[config.mk]
export PLATFORM = sky130hd
export DESIGN_NAME = bus_decoder
export DESIGN_NICKNAME = d
export VERILOG_FILES = /design/src/soc_pkg.sv /design/src/bus_decoder.sv
export SDC_FILE = /design/constraint.sdc
export NUM_CORES = 1
export LEC_CHECK = 0
export CORE_AREA = 2 2 202 204
export CTS_BUF_LIST = sky130_fd_sc_hd__clkbuf_8
export CTS_CLUSTER_DIAMETER = 30
export DETAILED_ROUTE_END_ITERATION = 6
export DIE_AREA = 0 0 204 206
export DONT_BUFFER_PORTS = 1
export GPL_ROUTABILITY_DRIVEN = 0
export RECOVER_POWER = 50
export SYNTH_ARGS = -nofsm -noshare
export SYNTH_HDL_FRONTEND = slang
export SYNTH_SLANG_ARGS = --single-unit
[constraint.sdc]
create_clock -name clk100mhz -period 0.95 [get_ports clk100mhz]
set_input_delay 0.0475 -clock clk100mhz [delete_from_list [all_inputs] [get_ports clk100mhz]]
set_output_delay 0.0475 -clock clk100mhz [all_outputs]
set_load 0.1 [all_outputs]
[src/soc_pkg.sv]
// System fabric shared definitions
`default_nettype none

package soc_pkg;

	localparam int GPIO_COUNT    = 16;
	localparam int INT_SRC_COUNT = 2;
	localparam int INT_SRC_GPIO  = 0;
	localparam int INT_SRC_EXT   = 1;

	// bits 15..12 pick the target, upper bits are don't care
	localparam int REGION_LSB = 12;
	localparam int REGION_MSB = 15;

	typedef logic [31:0]                data_t;
	typedef logic [31:0]                addr_t;
	typedef logic [3:0]                 sel_t;
	typedef logic [GPIO_COUNT-1:0]      gpio_t;
	typedef logic [INT_SRC_COUNT-1:0]   irq_vec_t;
	typedef logic [7:0]                 dev_id_t;
	typedef logic [REGION_LSB-3:0]      word_idx_t; // word offset inside a region

	localparam dev_id_t ID_RAM   = 8'd1;
	localparam dev_id_t ID_TABLE = 8'd7;
	localparam dev_id_t ID_GPIO  = 8'd6;
	localparam dev_id_t ID_INTC  = 8'd3;

	typedef struct packed {
		logic  cyc;
		logic  stb;
		logic  we;
		addr_t adr;
		data_t dat;
		sel_t  sel;
	} wb_req_t;

	typedef struct packed {
		logic  ack;
		data_t dat;
	} wb_rsp_t;

	typedef enum logic [2:0] {
		DEV_RAM,
		DEV_TABLE,
		DEV_GPIO,
		DEV_INTC,
		DEV_INVALID
	} dev_sel_t;

	function automatic dev_sel_t decode_dev(addr_t adr);
		case (adr[REGION_MSB:REGION_LSB])
			4'd0:    return DEV_RAM;
			4'd1:    return DEV_TABLE;
			4'd2:    return DEV_GPIO;
			4'd3:    return DEV_INTC;
			default: return DEV_INVALID;
		endcase
	endfunction

endpackage

`default_nettype wire

[src/bus_decoder.sv]
// Address decoder and response mux
`timescale 1ns/1ns
`default_nettype none

module bus_decoder (
	input  wire  soc_pkg::wb_req_t bus_req_i,
	output soc_pkg::wb_rsp_t bus_rsp_o,
	output soc_pkg::wb_req_t ram_req_o,
	output soc_pkg::wb_req_t tbl_req_o,
	output soc_pkg::wb_req_t gpio_req_o,
	output soc_pkg::wb_req_t intc_req_o,
	input  wire  soc_pkg::wb_rsp_t ram_rsp_i,
	input  wire  soc_pkg::wb_rsp_t tbl_rsp_i,
	input  wire  soc_pkg::wb_rsp_t gpio_rsp_i,
	input  wire  soc_pkg::wb_rsp_t intc_rsp_i,
	input  wire  clk100mhz,
	input  wire  rst_p
);

	import soc_pkg::*;

	dev_sel_t dev;
	logic     inv_ack_q;

	assign dev = decode_dev(bus_req_i.adr);

	always_comb begin
		ram_req_o      = bus_req_i;
		tbl_req_o      = bus_req_i;
		gpio_req_o     = bus_req_i;
		intc_req_o     = bus_req_i;
		ram_req_o.stb  = bus_req_i.stb & (dev == DEV_RAM);
		tbl_req_o.stb  = bus_req_i.stb & (dev == DEV_TABLE);
		gpio_req_o.stb = bus_req_i.stb & (dev == DEV_GPIO);
		intc_req_o.stb = bus_req_i.stb & (dev == DEV_INTC);
	end

	// unmapped regions ack with zero data
	always_ff @(posedge clk100mhz) begin
		if (rst_p)
			inv_ack_q <= 1'b0;
		else
			inv_ack_q <= bus_req_i.cyc & bus_req_i.stb & (dev == DEV_INVALID) & !inv_ack_q;
	end

	always_comb begin
		case (dev)
			DEV_RAM:   bus_rsp_o = ram_rsp_i;
			DEV_TABLE: bus_rsp_o = tbl_rsp_i;
			DEV_GPIO:  bus_rsp_o = gpio_rsp_i;
			DEV_INTC:  bus_rsp_o = intc_rsp_i;
			default:   bus_rsp_o = '{ack: inv_ack_q, dat: '0};
		endcase
	end

endmodule

`default_nettype wire

==> run summary, run 1 <==
Critical Path AT: 1.15 ns
Setup TNS: -6.947 ns
Starting density of the core: 0.07974
Routed WL per cell: 14.47 um
Failing checks: negative setup slack
Synthesis-stage register bit count: 1
Worst-path fanout max: 20
1st-iter DRT viols: 49
Crit path time final: 1.201 ns
ANT nets after route: 0
Syn_area_per_cell: 7.892 sq um
DRT Pass-1 Iters: 4
Crit path capture type: primary output
Full die area: 42020 sq um
DIE WIDTH: 204 um
Sequential fraction of the synthesis area: 0.006248
WHS Path Cells: 0
Clk_skew: 0 ns
Area leader, netlist: buf_4
Top-count cell post-synth: buf_4
Largest register by flop count: inv_ack_q
Maxcap violations: 0
DRC: 0
Final worst slack: -0.2507 ns
Crit start category: primary input
Pwr dens: 554.7 nW/um^2
Skew-Pair Late Insertion Delay: 0 ns
FILL cells: 4740
Slew HR: 0.7633
Post-Syn Instances: 406
RSZ-0062 raised after global routing: true
EDFF count, synth: 0
Critical path data required time: 0.90 ns
Vias post-DR: 1471
# port buffers: 0
Die height: 206 um
Max FFs per register: 1
Reg2Reg Depth: 1
Row Count: 74
Area Overhead vs Synth: -23.51%
Count of cell types in the netlist: 19
Largest regs: inv_ack_q (1)
Post-Syn Area: 3204 sq um
Total track usage: 0.04073
Post-synth net total: 611
HP Class: in2out
Hold WS: 0.09507 ns
Synth warnings: 0
Status: finished with violations
Via density: 2.176
Num ports: 522
Worst vdd ir: 145.6 uV
Global route overflow: 0
Largest net degree at the start of global routing: 42
HPWL after detailed placement: 8.394 mm
Final WL: 9.784 mm
Core area: 40180 sq um
Fin crit share: 1.264
Antenna violations before repair: 1
Fmax: 0.8328 GHz
Setup bufs post-CTS: 0
Ys async rst share: 0
Main area contributors after synthesis: buf_4 (66%), mux2i_1 (10%), a221o_1 (10%)
Worst-Margin Slew: 0.3560 ns
Final #Nets: 350
Share of cells above drive strength 1: 0.7273
Hold_buf cts: 0
CP Class: in2out
P_leak: 0.7260 nW
Main synth FF type: dfxtp_1
Pins Over Slew Limit: 0
Pre-CTS setup slack: -0.3855 ns
Vias in the first global route: 1545
First-pass GRT wire length: 11.98 mm
Hold Fails Final Rpt: 0
# setup viols final: 36
Post-synth top cells: buf_4 (280), mux2i_1 (33), a221o_1 (32)
Yosys top cell area share: 0.6560
-- routing by layer --
metal,up-vias,track usage,part of all wire
li1,549,-,-
met1,604,0.03715,0.28
met2,230,0.06402,0.44
met3,86,0.02523,0.18
met4,2,0.03520,0.091
met5,-,0,0.0013
-- worst max-delay path, stage by stage --
cell	delay, ns
or3_4	0.41
buf_12	0.17
nor2_2	0.16
a221o_4	0.31
-- final timing paths --
kind	start	endpoint	slack (ns)
setup / recovery	bus_req_i[51]	bus_rsp_o[31]	-0.25
hold / removal	bus_req_i[32]	tbl_req_o[32]	0.1
setup reg to reg	inv_ack_q	inv_ack_q	0.32
hold reg to reg	inv_ack_q	inv_ack_q	0.44
-- metrics by stage --
stage               cells  instance area (sq um)  power (mW)  utilization
floorplan             406                   3397       6.632            -
global placement      675                   2411       1.351      0.06000
detailed placement    675                   2411       1.362      0.06000
CTS                   675                   2429       1.368      0.06044
global route          675                   2449       1.407      0.06094
finish                676                   2451       1.360      0.06100
-- repair_timing --
action	CTS	global route
pin swaps	4	5
resized for setup	5	5
setup endpoints to repair	36	36
-- kinds of logic after synthesis --
kind of cell | share of synthesized area
buffers and inverters | 0.6950
muxes | 0.1031
AOI/OAI and AO/OA | 0.1070
and+or+nand+nor | 0.08863
DFF | 0.006248
-- layout by cell type, fill, tap and decap left out --
master | Yosys | routed
mux2i_1 | 33 | 33
nor2_2 | 29 | 29
buf_12 | 0 | 29
a221o_2 | 0 | 22
a221o_4 | 0 | 10
nor2_4 | 0 | 3
and2_4 | 0 | 2
buf_4 | 280 | 2
diode_2 | 0 | 1
nor4b_4 | 1 | 1
and4bb_4 | 0 | 1
or3_4 | 0 | 1
nor2_1 | 4 | 1
o21ai_0 | 1 | 1
a22o_1 | 1 | 1
o22a_4 | 0 | 1
nor3b_4 | 0 | 1
and4b_4 | 0 | 1
nand2_1 | 1 | 1
nor4_1 | 1 | 1
dfxtp_1 | 1 | 1
buf_8 | 0 | 1
-- final cells by class --
class / instances / area (sq um) / share of cell area
timing repair buffer: 32 / 610.6 / 0.2491
tap: 532 / 665.6 / 0.2716
multi-input combinational: 110 / 1152 / 0.4701
antenna: 1 / 2.502 / 0.001021
sequential: 1 / 20.02 / 0.008167
-- report_power, final --
part	switching [mW]	total, mW	leakage, nW	internal [mW]
clock network	0	0.000000145	0.00000634	0.000000145
logic	0.857	1.31	0.718	0.457
registers	0.00103	0.0455	0.00817	0.0445
total	0.858	1.36	0.726	0.502
Note: power is estimated with default switching activity, not from simulation.
==> run 2, diff against run 1 <==
- PLACE_DENSITY: not set -> 0.31
==> run 2 against run 1 <==
Against the previous run: the flow still finishes with violations (negative setup slack); die area is the same; clock skew is the same; via count grew 1.2%; combinational power grew 9%; critical endpoint is now bus_rsp_o[15]; largest power group unchanged.
==> run summary, run 2 (synthesis gave the netlist of run 1 again) <==
DRT Pass-1 Iters: 4 (unchanged)
Core area: 40180 sq um (unchanged)
Total track usage: 0.04506 (+0.004328)
Worst-Margin Slew: 0.3350 ns (-0.02096 ns)
Cell-internal power: 584.0 uW (+16%)
Final worst slack: -0.2392 ns (+0.01153 ns)
Worst-path fanout max: 41 (+110%)
Post-route cell area: 2716 sq um (+11%)
Area Overhead vs Synth: -15.23%
Clock Power Share: 0 (unchanged)
Antenna violations before repair: 0 (-1)
Final WL: 10.64 mm (+8.7%)
Pins Over Slew Limit: 0 (unchanged)
Pwr dens: 543.8 nW/um^2 (-2.0%)
Failing checks: negative setup slack
Skew-Pair Late Insertion Delay: 0 ns (unchanged)
Maxcap violations: 0 (unchanged)
Status: finished with violations
Crit path capture type: primary output
Post-Place Cell Area: 2549 sq um (+5.7%)
CP Class: in2out
Crit start category: primary input
# setup viols final: 36 (unchanged)
Share of cells above drive strength 1: 0.7547 (+0.02744)
Vias post-DR: 1489 (+1.2%)
Total inserted antenna cells: 0 (-1)
Vias in the first global route: 1562 (+1.1%)
HPWL after detailed placement: 8.171 mm (-2.7%)
Comb power frac: 0.969 (+0.002)
ANT nets after route: 0 (unchanged)
Largest register by flop count: inv_ack_q
Slew HR: 0.7703 (+0.006936)
RSZ-0062 raised after global routing: true
Global route overflow: 0 (unchanged)
Final #Nets: 366 (+4.6%)
Starting density of the core: 0.07974 (unchanged)
1st-iter DRT viols: 39 (-20%)
Critical path data required time: 0.90 ns (about the same)
Row Count: 74 (unchanged)
Fin crit share: 1.252 (-0.01214)
Via density: 2.155 (-0.97%)
Largest regs: inv_ack_q (1)
Critical Path AT: 1.14 ns (about the same)
Setup TNS: -6.795 ns (+0.1515 ns)
Switching portion of total power: 0.6046 (-0.02649)
P_leak: 0.8486 nW (+17%)
Largest net degree at the start of global routing: 42 (unchanged)
HP Class: in2out
Commonest non-fill, non-tap cell in the layout: buf_12
Hold Fails Final Rpt: 0 (unchanged)
Fmax: 0.8409 GHz (+0.97%)
Total power: 1.477 mW (+8.6%)
Die height: 206 um (unchanged)
Commonest non-fill, non-tap cells in the layout: buf_12 (36), mux2i_1 (33), nor2_2 (29)
Sw power: 893.2 uW (+4.1%)
Routed WL per cell: 15.39 um (+6.3%)
Max FFs per register: 1 (unchanged)
Num ports: 522 (unchanged)
DIE WIDTH: 204 um (unchanged)
Full die area: 42020 sq um (unchanged)
Worst vdd ir: 147.8 uV (+1.5%)
Register share of total power: 0.031 (-0.002)
Crit path time final: 1.189 ns (-0.01153 ns)
First-pass GRT wire length: 13.13 mm (+9.6%)
# port buffers: 0 (unchanged)
Clk_skew: 0 ns (unchanged)
DRC: 0 (unchanged)
[run 2: final cells by class]
type / count / area (sq um)
fillers: 4723 / 37470
multi-input cells: 110 / 1152
flip-flops and latches: 1 / 20.02
well taps: 532 / 665.6
repair buffers: 48 / 878.3
[run 2: per-stage QoR]
step / hold WS (ns) / cells / utilization / worst slack [ns]
2_1_floorplan: 0.1236 / 406 / - / -0.6301
3_3_place_gp: 0.09662 / 685 / 0.06343 / -0.3654
3_5_place_dp: 0.09662 / 685 / 0.06343 / -0.3756
4_1_cts: 0.09662 / 691 / 0.06747 / -0.2407
5_1_grt: 0.09534 / 691 / 0.06760 / -0.2666
6_report: 0.09508 / 691 / 0.06760 / -0.2392
[run 2: worst paths after layout]
kind                                 endpoint  slack [ns]     startpoint  depth (start not counted)
worst max-delay path            bus_rsp_o[15]       -0.24  bus_req_i[48]                          5
worst min-delay path             ram_req_o[7]         0.1   bus_req_i[7]                          0
worst max register to register      inv_ack_q        0.28      inv_ack_q                          1
worst min register to register      inv_ack_q        0.45      inv_ack_q                          1
[run 2: power groups by stage]
stage                     Clock, mW  Sequential, mW  Combinational, mW
after CTS                         0          0.0456               1.45
after global routing              0          0.0458               1.48
after global placement            0          0.0455               1.39
after detailed placement          0          0.0456               1.40
final                             0          0.0456               1.43
after floorplan                   0          0.0453               6.59
[run 2: worst max-delay path, cell delays in order]
cell      delay (ns)
and4bb_4        0.24
buf_12          0.14
buf_16          0.14
a221o_2         0.36
buf_12          0.17
[run 2: repair_timing]
item	in CTS	in global routing
gates cloned	3	0
endpoints found under the setup margin	36	36
buffers inserted	3	0
pin swaps	6	2
hold buffers	0	0
gates resized for setup	15	1
endpoints found under the hold margin	0	0
[run 2: per-layer routing]
layer / up-vias / track usage / share of wire
li1: 578 / - / -
met3: 76 / 0.01955 / 0.13
met4: 0 / 0.03908 / 0.089
met5: - / 0 / 0
met1: 622 / 0.04589 / 0.33
met2: 213 / 0.07106 / 0.45
==> run 3, diff against run 2 <==
==> constraint.sdc (replaced) <==
create_clock -name clk100mhz -period 0.95 [get_ports clk100mhz]
set_input_delay 0.0475 -clock clk100mhz [delete_from_list [all_inputs] [get_ports clk100mhz]]
set_output_delay 0.0475 -clock clk100mhz [all_outputs]
set_load 0.05 [all_outputs]
==> run 3 against run 2 <==
Against the previous run: the run still ends with negative setup slack left; combinational power shrank 36%; maximum frequency rose by 0.29%; critical path type unchanged; routed wire length up 1.9%; hold slack about the same; critical path depth stayed put; highest routed layer is now met5; sequential power is essentially flat; critical endpoint is now bus_rsp_o[26].
==> run summary, run 3 (synthesis gave the netlist of run 1 again) <==
Status: finished with violations
Total track usage: 0.04473 (-0.0003340)
Final cell count without fillers: 675 (-2.3%)
Critical Path AT: 1.14 ns (about the same)
Crit path depth: 5 (unchanged)
Reg2Reg Depth: 1 (unchanged)
Hold_buf cts: 0 (unchanged)
Met3 wire length: 1.622 mm (+14%)
DIE WIDTH: 204 um (unchanged)
Worst-path fanout max: 8 (-80%)
1st-iter DRT viols: 75 (+92%)
Crit-path max cell delay: 0.47 ns (+0.11 ns)
DRT Pass-1 Iters: 4 (unchanged)
Full die area: 42020 sq um (unchanged)
Max FFs per register: 1 (unchanged)
Metal2 WL: 5.256 mm (+9.3%)
Hold path start: bus_req_i[67]
CP top delay family: simple AND/OR/NAND/NOR gates
Global route overflow: 0 (unchanged)
Area Overhead vs Synth: -28.11%
ANT nets after route: 0 (unchanged)
Clk_skew: 0 ns (unchanged)
Via density: 2.179 (+1.1%)
Row Count: 74 (unchanged)
# setup viols final: 35 (-2.8%)
Pwr dens: 414.7 nW/um^2 (-24%)
Pins Over Slew Limit: 0 (unchanged)
Share of cells above drive strength 1: 0.7183 (-0.03641)
Bufs and invs on worst path: 2 (-1)
CP endpoint: bus_rsp_o[26]
Largest net degree at the start of global routing: 42 (unchanged)
Metal-1 WL: 2.938 mm (-15%)
Skew-Pair Late Insertion Delay: 0 ns (unchanged)
Commonest non-fill, non-tap cells in the layout: mux2i_1 (33), a221o_2 (30), nor2_2 (27)
Reg2Reg Launch Point: inv_ack_q
Fmax: 0.8433 GHz (+0.29%)
Hold Fails Final Rpt: 0 (unchanged)
Worst vdd ir: 149.2 uV (+0.99%)
Critical path startpoint: bus_req_i[50]
Final worst slack: -0.2358 ns (+0.003403 ns)
Largest register by flop count: inv_ack_q
Slew HR: 0.6831 (-0.08719)
Starting density of the core: 0.07974 (unchanged)
Routed WL per cell: 16.06 um (+4.3%)
# port buffers: 0 (unchanged)
First-pass GRT wire length: 12.83 mm (-2.3%)
Worst-Margin Slew: 0.4622 ns (+0.1271 ns)
WHS Path Cells: 0 (unchanged)
Crit start category: primary input
Num ports: 522 (unchanged)
HPWL after detailed placement: 8.665 mm (+6.1%)
Placed Cells incl. Taps: 669 (-2.3%)
Crit-path cells: or3_4, clkbuf_16, nor2_2, a221o_2, buf_12
Vias post-DR: 1471 (-1.2%)
DR top layer: met5
Core area: 40180 sq um (unchanged)
P_leak: 0.6850 nW (-19%)
Final WL: 10.84 mm (+1.9%)
Highest-delay cell along the critical path: or3_4
CP Class: in2out
Crit path time final: 1.186 ns (-0.003403 ns)
HP Class: in2out
Failing checks: negative setup slack
Post-Place Cell Area: 2111 sq um (-17%)
RSZ-0062 raised after global routing: true
Antenna violations before repair: 5 (+5)
Post-route cell area: 2303 sq um (-15%)
Capturing point of the worst reg2reg path: inv_ack_q
Commonest non-fill, non-tap cell in the layout: mux2i_1
FILL cells: 4783 (+1.3%)
DRC: 0 (unchanged)
Maxcap violations: 0 (unchanged)
Final #Nets: 349 (-4.6%)
Fin crit share: 1.248 (-0.003582)
Vias in the first global route: 1510 (-3.3%)
Die height: 206 um (unchanged)
Largest regs: inv_ack_q (1)
Crit path capture type: primary output
Reg2Reg Setup Slack: 0.27 ns (about the same)
Critical path data required time: 0.90 ns (about the same)
-- run 3: cell types whose count changed in the layout (fill, tap and decap cells not counted), sizes merged --
| cell | before | now |
|---|---|---|
| buf | 48 | 30 |
| clkbuf | 0 | 1 |
| diode | 0 | 1 |
-- run 3: stage by stage --
stage	util	hold WS (ns)	power, mW	setup slack [ns]	setup TNS (ns)
2_1_floorplan	-	0.1236	3.892	-0.2806	-5.267
4_1_cts	0.05530	0.09584	0.9473	-0.2498	-7.431
5_1_grt	0.05732	0.09517	0.9984	-0.2834	-8.602
3_5_place_dp	0.05253	0.09584	0.9004	-0.3610	-11.56
3_3_place_gp	0.05253	0.09584	0.8972	-0.3807	-12.12
6_report	0.05732	0.09504	0.9553	-0.2358	-7.142
-- run 3: worst min path at each step --
stage | to | slack [ns]
6_report | ram_req_o[67] | 0.1
5_1_grt | intc_req_o[18] | 0.1
4_1_cts | ram_req_o[44] | 0.1
3_5_place_dp | ram_req_o[44] | 0.1
3_3_place_gp | ram_req_o[44] | 0.1
2_1_floorplan | inv_ack_q | 0.12
-- run 3: area by class of cell --
class,count,area (sq um),area share
Antenna cell,1,2.502,0.001086
Multi-Input combinational cell,110,1079,0.4682
Sequential cell,1,20.02,0.008691
Tap cell,532,665.6,0.2890
Timing Repair Buffer,31,536.8,0.2330
-- run 3: metal layers --
| layer | vias up | track usage |
|---|---|---|
| li1 | 544 | - |
| met1 | 617 | 0.03715 |
| met2 | 204 | 0.07702 |
| met3 | 100 | 0.02365 |
| met4 | 6 | 0.04089 |
| met5 | - | 0 |
-- run 3: where the power goes --
part	total (mW)	switching (mW)	leakage, nW	internal (mW)
clock	0.000000141	0	0.00000634	0.000000141
sequential	0.0458	0.00129	0.00817	0.0445
combinational	0.910	0.535	0.677	0.375
total	0.955	0.536	0.685	0.419
-- run 3: what timing repair did --
action                                  4_1_cts  5_1_grt
hold endpoints to repair                      0        0
gates cloned                                  2        1
resized for setup                            13       10
pin swaps                                    19        9
endpoints found under the setup margin       36       35
buffers inserted                              2        1
