<file path="src/soc_pkg.sv">
// System fabric shared definitions
`default_nettype none

package soc_pkg;

	localparam int GPIO_COUNT    = 16;
	localparam int INT_SRC_COUNT = 2;
	localparam int INT_SRC_GPIO  = 0;
	localparam int INT_SRC_EXT   = 1;

	// bits 15..12 pick the target, upper bits are don't care
	localparam int REGION_LSB = 12;
	localparam int REGION_MSB = 15;

	typedef logic [31:0]                data_t;
	typedef logic [31:0]                addr_t;
	typedef logic [3:0]                 sel_t;
	typedef logic [GPIO_COUNT-1:0]      gpio_t;
	typedef logic [INT_SRC_COUNT-1:0]   irq_vec_t;
	typedef logic [7:0]                 dev_id_t;
	typedef logic [REGION_LSB-3:0]      word_idx_t; // word offset inside a region

	localparam dev_id_t ID_RAM   = 8'd1;
	localparam dev_id_t ID_TABLE = 8'd7;
	localparam dev_id_t ID_GPIO  = 8'd6;
	localparam dev_id_t ID_INTC  = 8'd3;

	typedef struct packed {
		logic  cyc;
		logic  stb;
		logic  we;
		addr_t adr;
		data_t dat;
		sel_t  sel;
	} wb_req_t;

	typedef struct packed {
		logic  ack;
		data_t dat;
	} wb_rsp_t;

	typedef enum logic [2:0] {
		DEV_RAM,
		DEV_TABLE,
		DEV_GPIO,
		DEV_INTC,
		DEV_INVALID
	} dev_sel_t;

	function automatic dev_sel_t decode_dev(addr_t adr);
		case (adr[REGION_MSB:REGION_LSB])
			4'd0:    return DEV_RAM;
			4'd1:    return DEV_TABLE;
			4'd2:    return DEV_GPIO;
			4'd3:    return DEV_INTC;
			default: return DEV_INVALID;
		endcase
	endfunction

endpackage

`default_nettype wire

</file>
<file path="src/bus_arbiter.sv">
// Two-master round-robin bus arbiter
`timescale 1ns/1ns
`default_nettype none

module bus_arbiter (
	input  wire              clk100mhz,
	input  wire              rst_p,
	input  wire  soc_pkg::wb_req_t m0_req_i,
	input  wire  soc_pkg::wb_req_t m1_req_i,
	output soc_pkg::wb_rsp_t m0_rsp_o,
	output soc_pkg::wb_rsp_t m1_rsp_o,
	output soc_pkg::wb_req_t bus_req_o,
	input  wire  soc_pkg::wb_rsp_t bus_rsp_i
);

	logic [1:0] grant_q; // one-hot owner, zero when idle
	logic       last_m1_q;
	logic       m0_want;
	logic       m1_want;
	logic       owner_cyc;

	assign m0_want   = m0_req_i.cyc & m0_req_i.stb;
	assign m1_want   = m1_req_i.cyc & m1_req_i.stb;
	assign owner_cyc = |(grant_q & {m1_req_i.cyc, m0_req_i.cyc});

	always_ff @(posedge clk100mhz) begin
		if (rst_p) begin
			grant_q   <= 2'b00;
			last_m1_q <= 1'b1; // processor port goes first
		end else if (grant_q == 2'b00) begin
			if (m0_want && (!m1_want || last_m1_q))
				grant_q <= 2'b01;
			else if (m1_want)
				grant_q <= 2'b10;
		end else if (bus_rsp_i.ack || !owner_cyc) begin
			grant_q   <= 2'b00; // rearbitrate after every access
			last_m1_q <= grant_q[1];
		end
	end

	always_comb begin
		bus_req_o = '0;
		m0_rsp_o  = '0;
		m1_rsp_o  = '0;
		if (grant_q[0]) begin
			bus_req_o = m0_req_i;
			m0_rsp_o  = bus_rsp_i;
		end else if (grant_q[1]) begin
			bus_req_o = m1_req_i;
			m1_rsp_o  = bus_rsp_i;
		end
	end

endmodule

`default_nettype wire

</file>
<file path="config.mk">
export PLATFORM = sky130hd
export DESIGN_NAME = bus_arbiter
export DESIGN_NICKNAME = d
export VERILOG_FILES = /design/src/soc_pkg.sv /design/src/bus_arbiter.sv
export SDC_FILE = /design/constraint.sdc
export NUM_CORES = 1
export LEC_CHECK = 0
export BUFFER_PORTS_ARGS = -buffer_cell sky130_fd_sc_hd__buf_4
export CORE_AREA = 2 2 121 123
export DETAILED_ROUTE_END_ITERATION = 12
export DIE_AREA = 0 0 123 125
export PLACE_DENSITY = 0.4
export SKIP_LAST_GASP = 1
export SYNTH_ARGS = -nofsm -noshare
export SYNTH_HDL_FRONTEND = slang
export SYNTH_SLANG_ARGS = --single-unit
export TNS_END_PERCENT = 100
</file>
<file path="constraint.sdc">
create_clock -name clk100mhz -period 1.2 [get_ports clk100mhz]
set_input_delay 0.36 -clock clk100mhz [delete_from_list [all_inputs] [get_ports clk100mhz]]
set_output_delay 0.36 -clock clk100mhz [all_outputs]
set_load 0.02 [all_outputs]
</file>
==> impl_metrics.tcl, run 1 <==
set metrics [dict create \
    status "finished with violations" \
    violations "negative setup slack" \
    slew_headroom_pct 83.9 \
    min-delay-start "rst_p" \
    die_w_um 123 \
    post_drt_via_cell_ratio 4.07 \
    ant_nets 0 \
    netlist_area_um2 1360 \
    rsz0062_at_grt "yes" \
    ys.flop_type "dfxtp_1" \
    gp_congestion 0.757 \
    hold_class "in -> reg" \
    r2r-end "grant_q[1]$_SDFFE_PP0P_" \
    ioPinCount 314 \
    cts-root-buf "clkbuf_16" \
    synth_top_area_share_pct 45.9 \
    clockBufferDepth 2 \
    startpoint_type "flop" \
    synth_most_common_cell "a22o_1" \
    remaining_drc_errors 0 \
    synth-edff-count 0 \
    synthTopCellsByArea "a22o_1 (46%), and2_1 (30%), buf_6 (6.6%)" \
    fin_nets 678 \
    wire_per_inst_um 16.2 \
    fmax_ghz 0.583 \
    peakVddDrop_mv 0.250 \
    r2r_slack_ps -130 \
    required_ps 840 \
    timing.final.crit_period_ps 1710 \
    die_y_um 125 \
    max-cap-violations 0 \
    dp_hpwl_mm 8.36 \
    first_iter_violations 32 \
    reg2reg_depth 5 \
    critPathMaxFanout 19 \
    clock-sinks 3 \
    slowest_stage "dfxtp_4" \
    numCtsBuffers 3 \
    rr_startpoint "grant_q[0]$_SDFFE_PP0P_" \
    avgSynthCellArea_um2 7.49 \
    arrival_ps 1350 \
    min_period_over_period_pct 143 \
    n_antenna_cell 0 \
    holdPathStages 2 \
    cts_tree "yes" \
    synth_commonest_cells "a22o_1 (71), and2_1 (66), clkbuf_1 (11)" \
    hold_path_end "grant_q[1]$_SDFFE_PP0P_" \
    coreArea_um2 14200 \
    synth-seq-cells 3 \
    critPathMostFrequentCell "buf_12" \
    postRouteWirelength_mm 11.1 \
    ys_seq_area_share_pct 4.43 \
    power.density_nw_per_um2 505 \
    async_flop_share_pct 0 \
    grt_pass1_wl_mm 14.3 \
    antenna_found_initial 0 \
    vias 2784 \
    drt_first_pass_iters 4 \
    max_slew.worst_pin.slew_ps 242 \
    critical_path_class "reg -> out" \
    fin_worst_skew_ps 2.01 \
    setup_viol 140 \
    hold_viol 0 \
    timing.hold.ws_ps 324 \
    grt_pass1_vias 2745 \
    leakage_nw 2.39 \
    synthCells 181 \
    start_util_pct 9.54 \
    nFillCells 1504 \
    synthToLayoutAreaGrowth_pct 228 \
    yosys_warnings 0 \
    synth_cell_types 20 \
    grt_start_max_net_pins 40 \
    critPathMaxStageDelay_ps 350 \
    std_cell_rows 44 \
    synth_top_area_cell "a22o_1" \
    port_buffers 313 \
    syn-num-nets 358 \
    clock_latency_ps 230 \
    fin_ws_ps -515 \
    dieArea_um2 15400 \
    layout-drive-gt1-share_pct 82.4 \
    slew_viol_final 0 \
    grt_remaining_overflow 0 \
    cts_max_level 1 \
    grt_usage_pct 11.9 \
    path_clk_slew_ps 30 \
    total_power_mw 2.24 \
    cp_cell_sequence "nor2b_4, buf_12, buf_12, a22o_1, buf_4" \
    cp-end-kind "output port" \
]
==> final cells by class <==
type | count | area [um^2] | area share, %
Tap cell | 184 | 230 | 5.18
Inverter | 1 | 3.75 | 0.0844
Multi-Input combinational cell | 154 | 1280 | 28.7
Timing Repair Buffer | 338 | 2790 | 62.8
Clock buffer | 4 | 78.8 | 1.77
Sequential cell | 3 | 65.1 | 1.46
==> sequential cells by signal, indices dropped and copies added (netlist names) <==
signal and cells:
last_m1_q 1, grant_q 2
==> metal layers <==
layer | vias up | GRT usage, % | share of wire, % | routed length [um]
met5 | - | 0 | 0 | 0
met4 | 0 | 1.60 | 0.40 | 44
met3 | 5 | 2.92 | 10 | 1130
met2 | 187 | 25.0 | 55 | 6110
met1 | 1269 | 11.4 | 34 | 3830
li1 | 1323 | - | - | -
==> worst max-delay path: cells and delay by family (launching register included) <==
kind | cells | cell delay, ps
flops | 1 | 350
simple gates | 1 | 150
buf+inv | 3 | 460
compound gates | 1 | 150
==> metrics by stage <==
stage / utilization, % / setup TNS, ps / cells / instance area, um^2 / setup slack [ps]
6_report: 31.3 / -61400 / 684 / 4450 / -515
5_1_grt: 31.3 / -69560 / 684 / 4450 / -581
4_1_cts: 30.0 / -62270 / 678 / 4270 / -521
3_5_place_dp: 28.8 / -30660 / 670 / 4080 / -298
3_3_place_gp: 28.8 / -28910 / 670 / 4080 / -280
2_1_floorplan: - / -20750 / 181 / 1530 / -216
==> layout by cell type, fill, tap and decap left out, types with 2 or more instances in the layout <==
master and count:
buf_4 313, a22o_1 70, and2_4 36, and2_2 30, buf_6 12, clkbuf_16 7
a21oi_1 4, buf_16 4, buf_12 4, nor2_1 2
==> worst max path at each step <==
| stage | start | to | slack, ps |
|---|---|---|---|
| finish | grant_q[0]$_SDFFE_PP0P_ | bus_req_o[57] | -510 |
| detailed placement | grant_q[1]$_SDFFE_PP0P_ | bus_req_o[19] | -300 |
| global route | grant_q[1]$_SDFFE_PP0P_ | bus_req_o[19] | -580 |
| floorplan | grant_q[0]$_SDFFE_PP0P_ | bus_req_o[13] | -220 |
| CTS | grant_q[1]$_SDFFE_PP0P_ | m1_rsp_o[31] | -520 |
| global placement | grant_q[1]$_SDFFE_PP0P_ | bus_req_o[19] | -280 |
==> kinds of logic (layout without fill, tap and decap cells) <==
logic type / Yosys count / count (layout) / share of synthesized area (%)
and+or+nand+nor: 76 / 76 / 35.2
AOI/OAI and AO/OA: 78 / 78 / 48.8
buffers and inverters: 24 / 343 / 11.6
DFF: 3 / 3 / 4.43
==> what timing repair did <==
item                       in CTS  in global routing
buffers inserted                2                  0
pin swaps                       0                  2
cloned                          2                  6
gates resized for setup         7                 14
hold buffers                    0                  0
setup endpoints to repair     140                140
==> where the power goes <==
part           leakage, nW  switching (mW)  total, mW  internal (mW)
clock network       0.0382          0.0983      0.537          0.439
logic                 2.33           0.679       1.59          0.914
registers           0.0257         0.00675      0.113          0.106
total                 2.39           0.784       2.24           1.46
(Power assumes the default switching activity.)
==> inputs of run 2 (changes only) <==
--- a/config.mk
+++ b/config.mk
@@ -6,10 +6,11 @@
 export NUM_CORES = 1
 export LEC_CHECK = 0
 export BUFFER_PORTS_ARGS = -buffer_cell sky130_fd_sc_hd__buf_4
-export CORE_AREA = 2 2 121 123
+export CORE_AREA = 2 2 122 124
 export DETAILED_ROUTE_END_ITERATION = 12
-export DIE_AREA = 0 0 123 125
-export PLACE_DENSITY = 0.4
+export DIE_AREA = 0 0 124 126
+export PLACE_DENSITY = 0.38
+export RECOVER_POWER = 25
 export SKIP_LAST_GASP = 1
 export SYNTH_ARGS = -nofsm -noshare
 export SYNTH_HDL_FRONTEND = slang
==> constraint.sdc (replaced) <==
create_clock -name clk100mhz -period 2.2 [get_ports clk100mhz]
set_input_delay 0.66 -clock clk100mhz [delete_from_list [all_inputs] [get_ports clk100mhz]]
set_output_delay 0.66 -clock clk100mhz [all_outputs]
set_load 0.02 [all_outputs]
==> impl_metrics.tcl, run 2 (same netlist as run 1, synthesis figures left out) <==
set metrics [dict create \
    final_cell_mix "buf_4 (296), a22o_1 (71), and2_1 (53)" \
    drt_first_pass_iters 4 \
    reg_top3 "grant_q: 2 flops, last_m1_q: 1 flops" \
    path_clk_slew_ps 30 \
    hold_class "reg -> reg" \
    grt_pass1_vias 2513 \
    power.density_nw_per_um2 283 \
    std_cell_rows 44 \
    vias 2625 \
    critPathMaxFanout 20 \
    power_frac_comb_pct 67.8 \
    grt_usage_pct 10.3 \
    postRouteWirelength_mm 9.23 \
    clockBufferDepth 2 \
    rsz0062_at_grt "no" \
    cts_hold_buffers 0 \
    total_power_mw 1.09 \
    wire_per_inst_um 13.9 \
    layout-drive-gt1-share_pct 64.2 \
    max-cap-violations 0 \
    status "complete, no violations" \
    peakVddDrop_mv 0.160 \
    fin_nets 658 \
    dp_hpwl_mm 7.74 \
    antenna_found_initial 0 \
    first_iter_violations 39 \
    critical_path_class "reg -> out" \
    timing.final.crit_period_ps 2110 \
    cp-end-kind "output port" \
    postCtsSetupRepairBufs 0 \
    startpoint_type "flop" \
    critPathMaxStageDelay_ps 380 \
    p_int_mw 0.706 \
    slew_headroom_pct 73.9 \
    cts_tree "yes" \
    endpoint "bus_req_o[9]" \
    n_antenna_cell 0 \
    top_register "grant_q" \
    fin_worst_skew_ps 0.646 \
    arrival_ps 1450 \
    tns_ps 0 \
    start_util_pct 9.47 \
    grt_pass1_wl_mm 12.7 \
    die_y_um 126 \
    critPathMostFrequentCell "buf_4" \
    rr_startpoint "grant_q[0]$_SDFFE_PP0P_" \
    min_period_over_period_pct 96.0 \
    p_sw_share_pct 35.5 \
    r2r-end "grant_q[1]$_SDFFE_PP0P_" \
    final_common_cell "buf_4" \
    port_buffers 313 \
    p_sw_mw 0.388 \
    cp_cell_sequence "nor2b_4, buf_4, a22o_1, buf_4" \
    numCtsBuffers 3 \
    die_w_um 124 \
    grt_remaining_overflow 0 \
    clock-sinks 3 \
    setup_viol 0 \
    clkPwrFrac_pct 26.6 \
    largest_reg_flops 2 \
    synthToLayoutAreaGrowth_pct 186 \
    pwr-share-seq_pct 5.7 \
    slowest_stage "dfxtp_1" \
    cts.repair.resized 0 \
    fmax_ghz 0.473 \
    leakage_nw 2.07 \
    grt_start_max_net_pins 62 \
    slew_viol_final 0 \
    cts_max_level 1 \
    post_drt_via_cell_ratio 3.95 \
    clock_latency_ps 220 \
    reg2reg_depth 4 \
    dieArea_um2 15600 \
    r2r_slack_ps 740 \
    cts-root-buf "clkbuf_16" \
    required_ps 1540 \
    hold_viol 0 \
    ioPinCount 314 \
    remaining_drc_errors 0 \
    gp_congestion 0.850 \
    coreArea_um2 14300 \
    cp-startpoint "grant_q[1]$_SDFFE_PP0P_" \
    max_slew.worst_pin.slew_ps 391 \
    ant_nets 0 \
]
run 2: cell count changes in the layout (fill, tap and decap cells not counted), moves of 4 or more:
cell       before  now
buf_16          4    0
and2_4         36    0
and2_1          0   53
buf_4         313  296
clkbuf_1        1   16
and2_2         30    0
and2_0          0   13
clkbuf_16       7    3
clkbuf_2        0    4
buf_6          12    0
run 2: worst min path at each step:
stage                            from                     end  slack (ps)  depth (start not counted)
2_1_floorplan  last_m1_q$_SDFFE_PP1P_  last_m1_q$_SDFFE_PP1P_         480                          2
3_3_place_gp   last_m1_q$_SDFFE_PP1P_  last_m1_q$_SDFFE_PP1P_         510                          2
3_5_place_dp   last_m1_q$_SDFFE_PP1P_  last_m1_q$_SDFFE_PP1P_         510                          2
4_1_cts        last_m1_q$_SDFFE_PP1P_  last_m1_q$_SDFFE_PP1P_         510                          2
5_1_grt        last_m1_q$_SDFFE_PP1P_  last_m1_q$_SDFFE_PP1P_         540                          2
6_report       last_m1_q$_SDFFE_PP1P_  last_m1_q$_SDFFE_PP1P_         510                          2
run 2: power by group through the flow:
stage / logic [mW] / clock network (mW) / registers [mW]
after floorplan: 0.315 / 0 / 0.0609
after global routing: 0.795 / 0.302 / 0.0627
after detailed placement: 0.761 / 0 / 0.0625
after global placement: 0.762 / 0 / 0.0625
final: 0.742 / 0.291 / 0.0619
after CTS: 0.762 / 0.295 / 0.0619
run 2: area by class of cell:
| cell class | instances | area (um^2) |
|---|---|---|
| multi-input combinational | 154 | 1140 |
| tap | 184 | 230 |
| sequential | 3 | 63.8 |
| timing repair buffer | 318 | 2360 |
| clock buffer | 4 | 78.8 |
| inverter | 1 | 3.75 |
| fill | 1589 | 10400 |
run 2: per-layer routing:
layer | track usage, % | routed length (um) | vias to the layer above
met2 | 21.8 | 5160 | 185
li1 | - | - | 1275
met1 | 8.85 | 2760 | 1157
met3 | 3.71 | 1230 | 8
met5 | 0 | 0 | -
met4 | 1.65 | 86 | 0
run 2: through the flow:
step	instances	hold slack (ps)	worst slack [ps]	area, um^2	utilization (%)
2_1_floorplan	181	477	484	1360	-
3_3_place_gp	660	509	348	3860	27.0
3_5_place_dp	660	509	326	3860	27.0
4_1_cts	664	510	74.6	3940	27.5
5_1_grt	664	540	11.8	3870	27.1
6_report	664	512	87.8	3870	27.1
run 2: critical path, delay by kind of cell, from the launching register on:
family,cells,cell delay [ps]
compound gates,1,190
buf+inv,2,410
flops,1,380
simple gates,1,240
==> inputs of run 3 (changes only) <==
--- a/config.mk
+++ b/config.mk
@@ -5,7 +5,7 @@
 export SDC_FILE = /design/constraint.sdc
 export NUM_CORES = 1
 export LEC_CHECK = 0
-export BUFFER_PORTS_ARGS = -buffer_cell sky130_fd_sc_hd__buf_4
+export BUFFER_PORTS_ARGS = -buffer_cell sky130_fd_sc_hd__buf_2
 export CORE_AREA = 2 2 122 124
 export DETAILED_ROUTE_END_ITERATION = 12
 export DIE_AREA = 0 0 124 126
==> impl_metrics.tcl, run 3 (same netlist as run 1, synthesis figures left out) <==
set metrics [dict create \
    gp_congestion 0.737 \
    endpoint "bus_req_o[4]" \
    fin_ws_ps 71.8 \
    r2r-end "grant_q[0]$_SDFFE_PP0P_" \
    status "complete, no violations" \
    clock_latency_ps 230 \
    fin_area_um2 3220 \
    max-cap-violations 0 \
    coreArea_um2 14300 \
    largest_reg_flops 2 \
    die_w_um 124 \
    p_sw_mw 0.387 \
    clock-sinks 3 \
    grt_remaining_overflow 0 \
    ff_latch_area_um2 60.1 \
    top_register "grant_q" \
    n_antenna_cell 0 \
    synthToLayoutAreaGrowth_pct 138 \
    arrival_ps 1470 \
    peakVddDrop_mv 0.178 \
    fmax_ghz 0.470 \
    reg_top3 "grant_q: 2 flops, last_m1_q: 1 flops" \
    finalCoreUtilization_pct 22.5 \
    multi_input_area_um2 1140 \
    cp-end-kind "output port" \
    dpl_cell_area_um2 3070 \
    leakage_nw 1.99 \
    cts_hold_buffers 0 \
    remaining_drc_errors 0 \
    std_cell_rows 44 \
    post_drt_via_cell_ratio 3.97 \
    grt_start_max_net_pins 85 \
    first_iter_violations 53 \
    post_layout_nonfiller_instances 667 \
    slew_headroom_pct 77.7 \
    power_frac_comb_pct 63.1 \
    rsz0062_at_grt "no" \
    clkPwrFrac_pct 30.4 \
    pwr-share-seq_pct 6.5 \
    min_period_over_period_pct 96.7 \
    ioPinCount 314 \
    fin_worst_skew_ps 3.87 \
    min-delay-start "last_m1_q$_SDFFE_PP1P_" \
    postRouteWirelength_mm 8.54 \
    grt_pass1_vias 2414 \
    layout-drive-gt1-share_pct 67.3 \
    final_cell_mix "buf_2 (288), a22o_1 (71), and2_1 (59)" \
    die_y_um 126 \
    critical_path_class "reg -> out" \
    cp-startpoint "grant_q[1]$_SDFFE_PP0P_" \
    hold_class "reg -> reg" \
    drt_first_pass_iters 5 \
    cts-root-buf "clkbuf_16" \
    dieArea_um2 15600 \
    p_int_mw 0.579 \
    numCtsBuffers 3 \
    fin_nets 661 \
    rr_startpoint "grant_q[0]$_SDFFE_PP0P_" \
    critPathMaxFanout 30 \
    r2r_slack_ps 660 \
    cts.repair.resized 0 \
    reg2reg_depth 4 \
    port_buffers 313 \
    startpoint_type "flop" \
    dp_cells 659 \
    p_sw_share_pct 40.1 \
    cts_max_level 1 \
    dp_hpwl_mm 6.63 \
    postCtsSetupRepairBufs 0 \
    hold_viol 0 \
    slew_viol_final 0 \
    ant_nets 0 \
    final_common_cell "buf_2" \
    antenna_found_initial 0 \
    power.density_nw_per_um2 300 \
    required_ps 1540 \
    timing.final.crit_period_ps 2130 \
    clockBufferDepth 2 \
    tns_ps 0 \
    path_clk_slew_ps 30 \
    setup_viol 0 \
    vias 2650 \
    cts_tree "yes" \
    wire_per_inst_um 12.8 \
    grt_pass1_wl_mm 11.3 \
    max_slew.worst_pin.slew_ps 334 \
    grt_usage_pct 9.00 \
    start_util_pct 9.47 \
    place_ws_ps 322 \
    nFillCells 1631 \
]
==> run 3: cell count changes in the layout (fill, tap and decap cells not counted), sizes merged <==
cell,change
buf,-5
clkbuf,+8
==> run 3: per-layer routing <==
layer	vias up	part of all wire, %	GRT usage (%)
met1	1173	34	8.52
met4	0	0.42	1.06
met5	-	0	0
li1	1287	-	-
met2	184	54	18.6
met3	6	12	2.99
==> run 3: area by class of cell <==
cell class                 instances  area share, %
tap                              184           7.15
inverter                           1          0.117
timing repair buffer             321           53.1
multi-input combinational        154           35.3
sequential                         3           1.86
clock buffer                       4           2.45
==> run 3: power by group through the flow <==
stage	Clock, mW	Combinational (mW)	Sequential (mW)
after floorplan	0	0.315	0.0609
after global placement	0	0.596	0.0629
after detailed placement	0	0.597	0.0632
after CTS	0.297	0.599	0.0624
after global routing	0.309	0.666	0.0632
final	0.294	0.610	0.0627
==> run 3: worst min path at each step <==
stage | endpoint | cells after the start
after floorplan | last_m1_q$_SDFFE_PP1P_ | 2
after detailed placement | last_m1_q$_SDFFE_PP1P_ | 2
after global routing | last_m1_q$_SDFFE_PP1P_ | 2
after CTS | last_m1_q$_SDFFE_PP1P_ | 2
final | last_m1_q$_SDFFE_PP1P_ | 2
after global placement | last_m1_q$_SDFFE_PP1P_ | 2
==> run 3: critical path, cell delays in order (launching register included) <==
cell	delay, ps
dfxtp_1	380
nor2b_4	200
buf_12	130
buf_12	170
a22o_1	170
buf_2	180
==> run 3: per-stage QoR <==
step | total power, mW | hold WS [ps]
floorplan | 0.376 | 477
global placement | 0.659 | 518
detailed placement | 0.660 | 516
CTS | 0.958 | 525
global route | 1.04 | 597
finish | 0.967 | 525
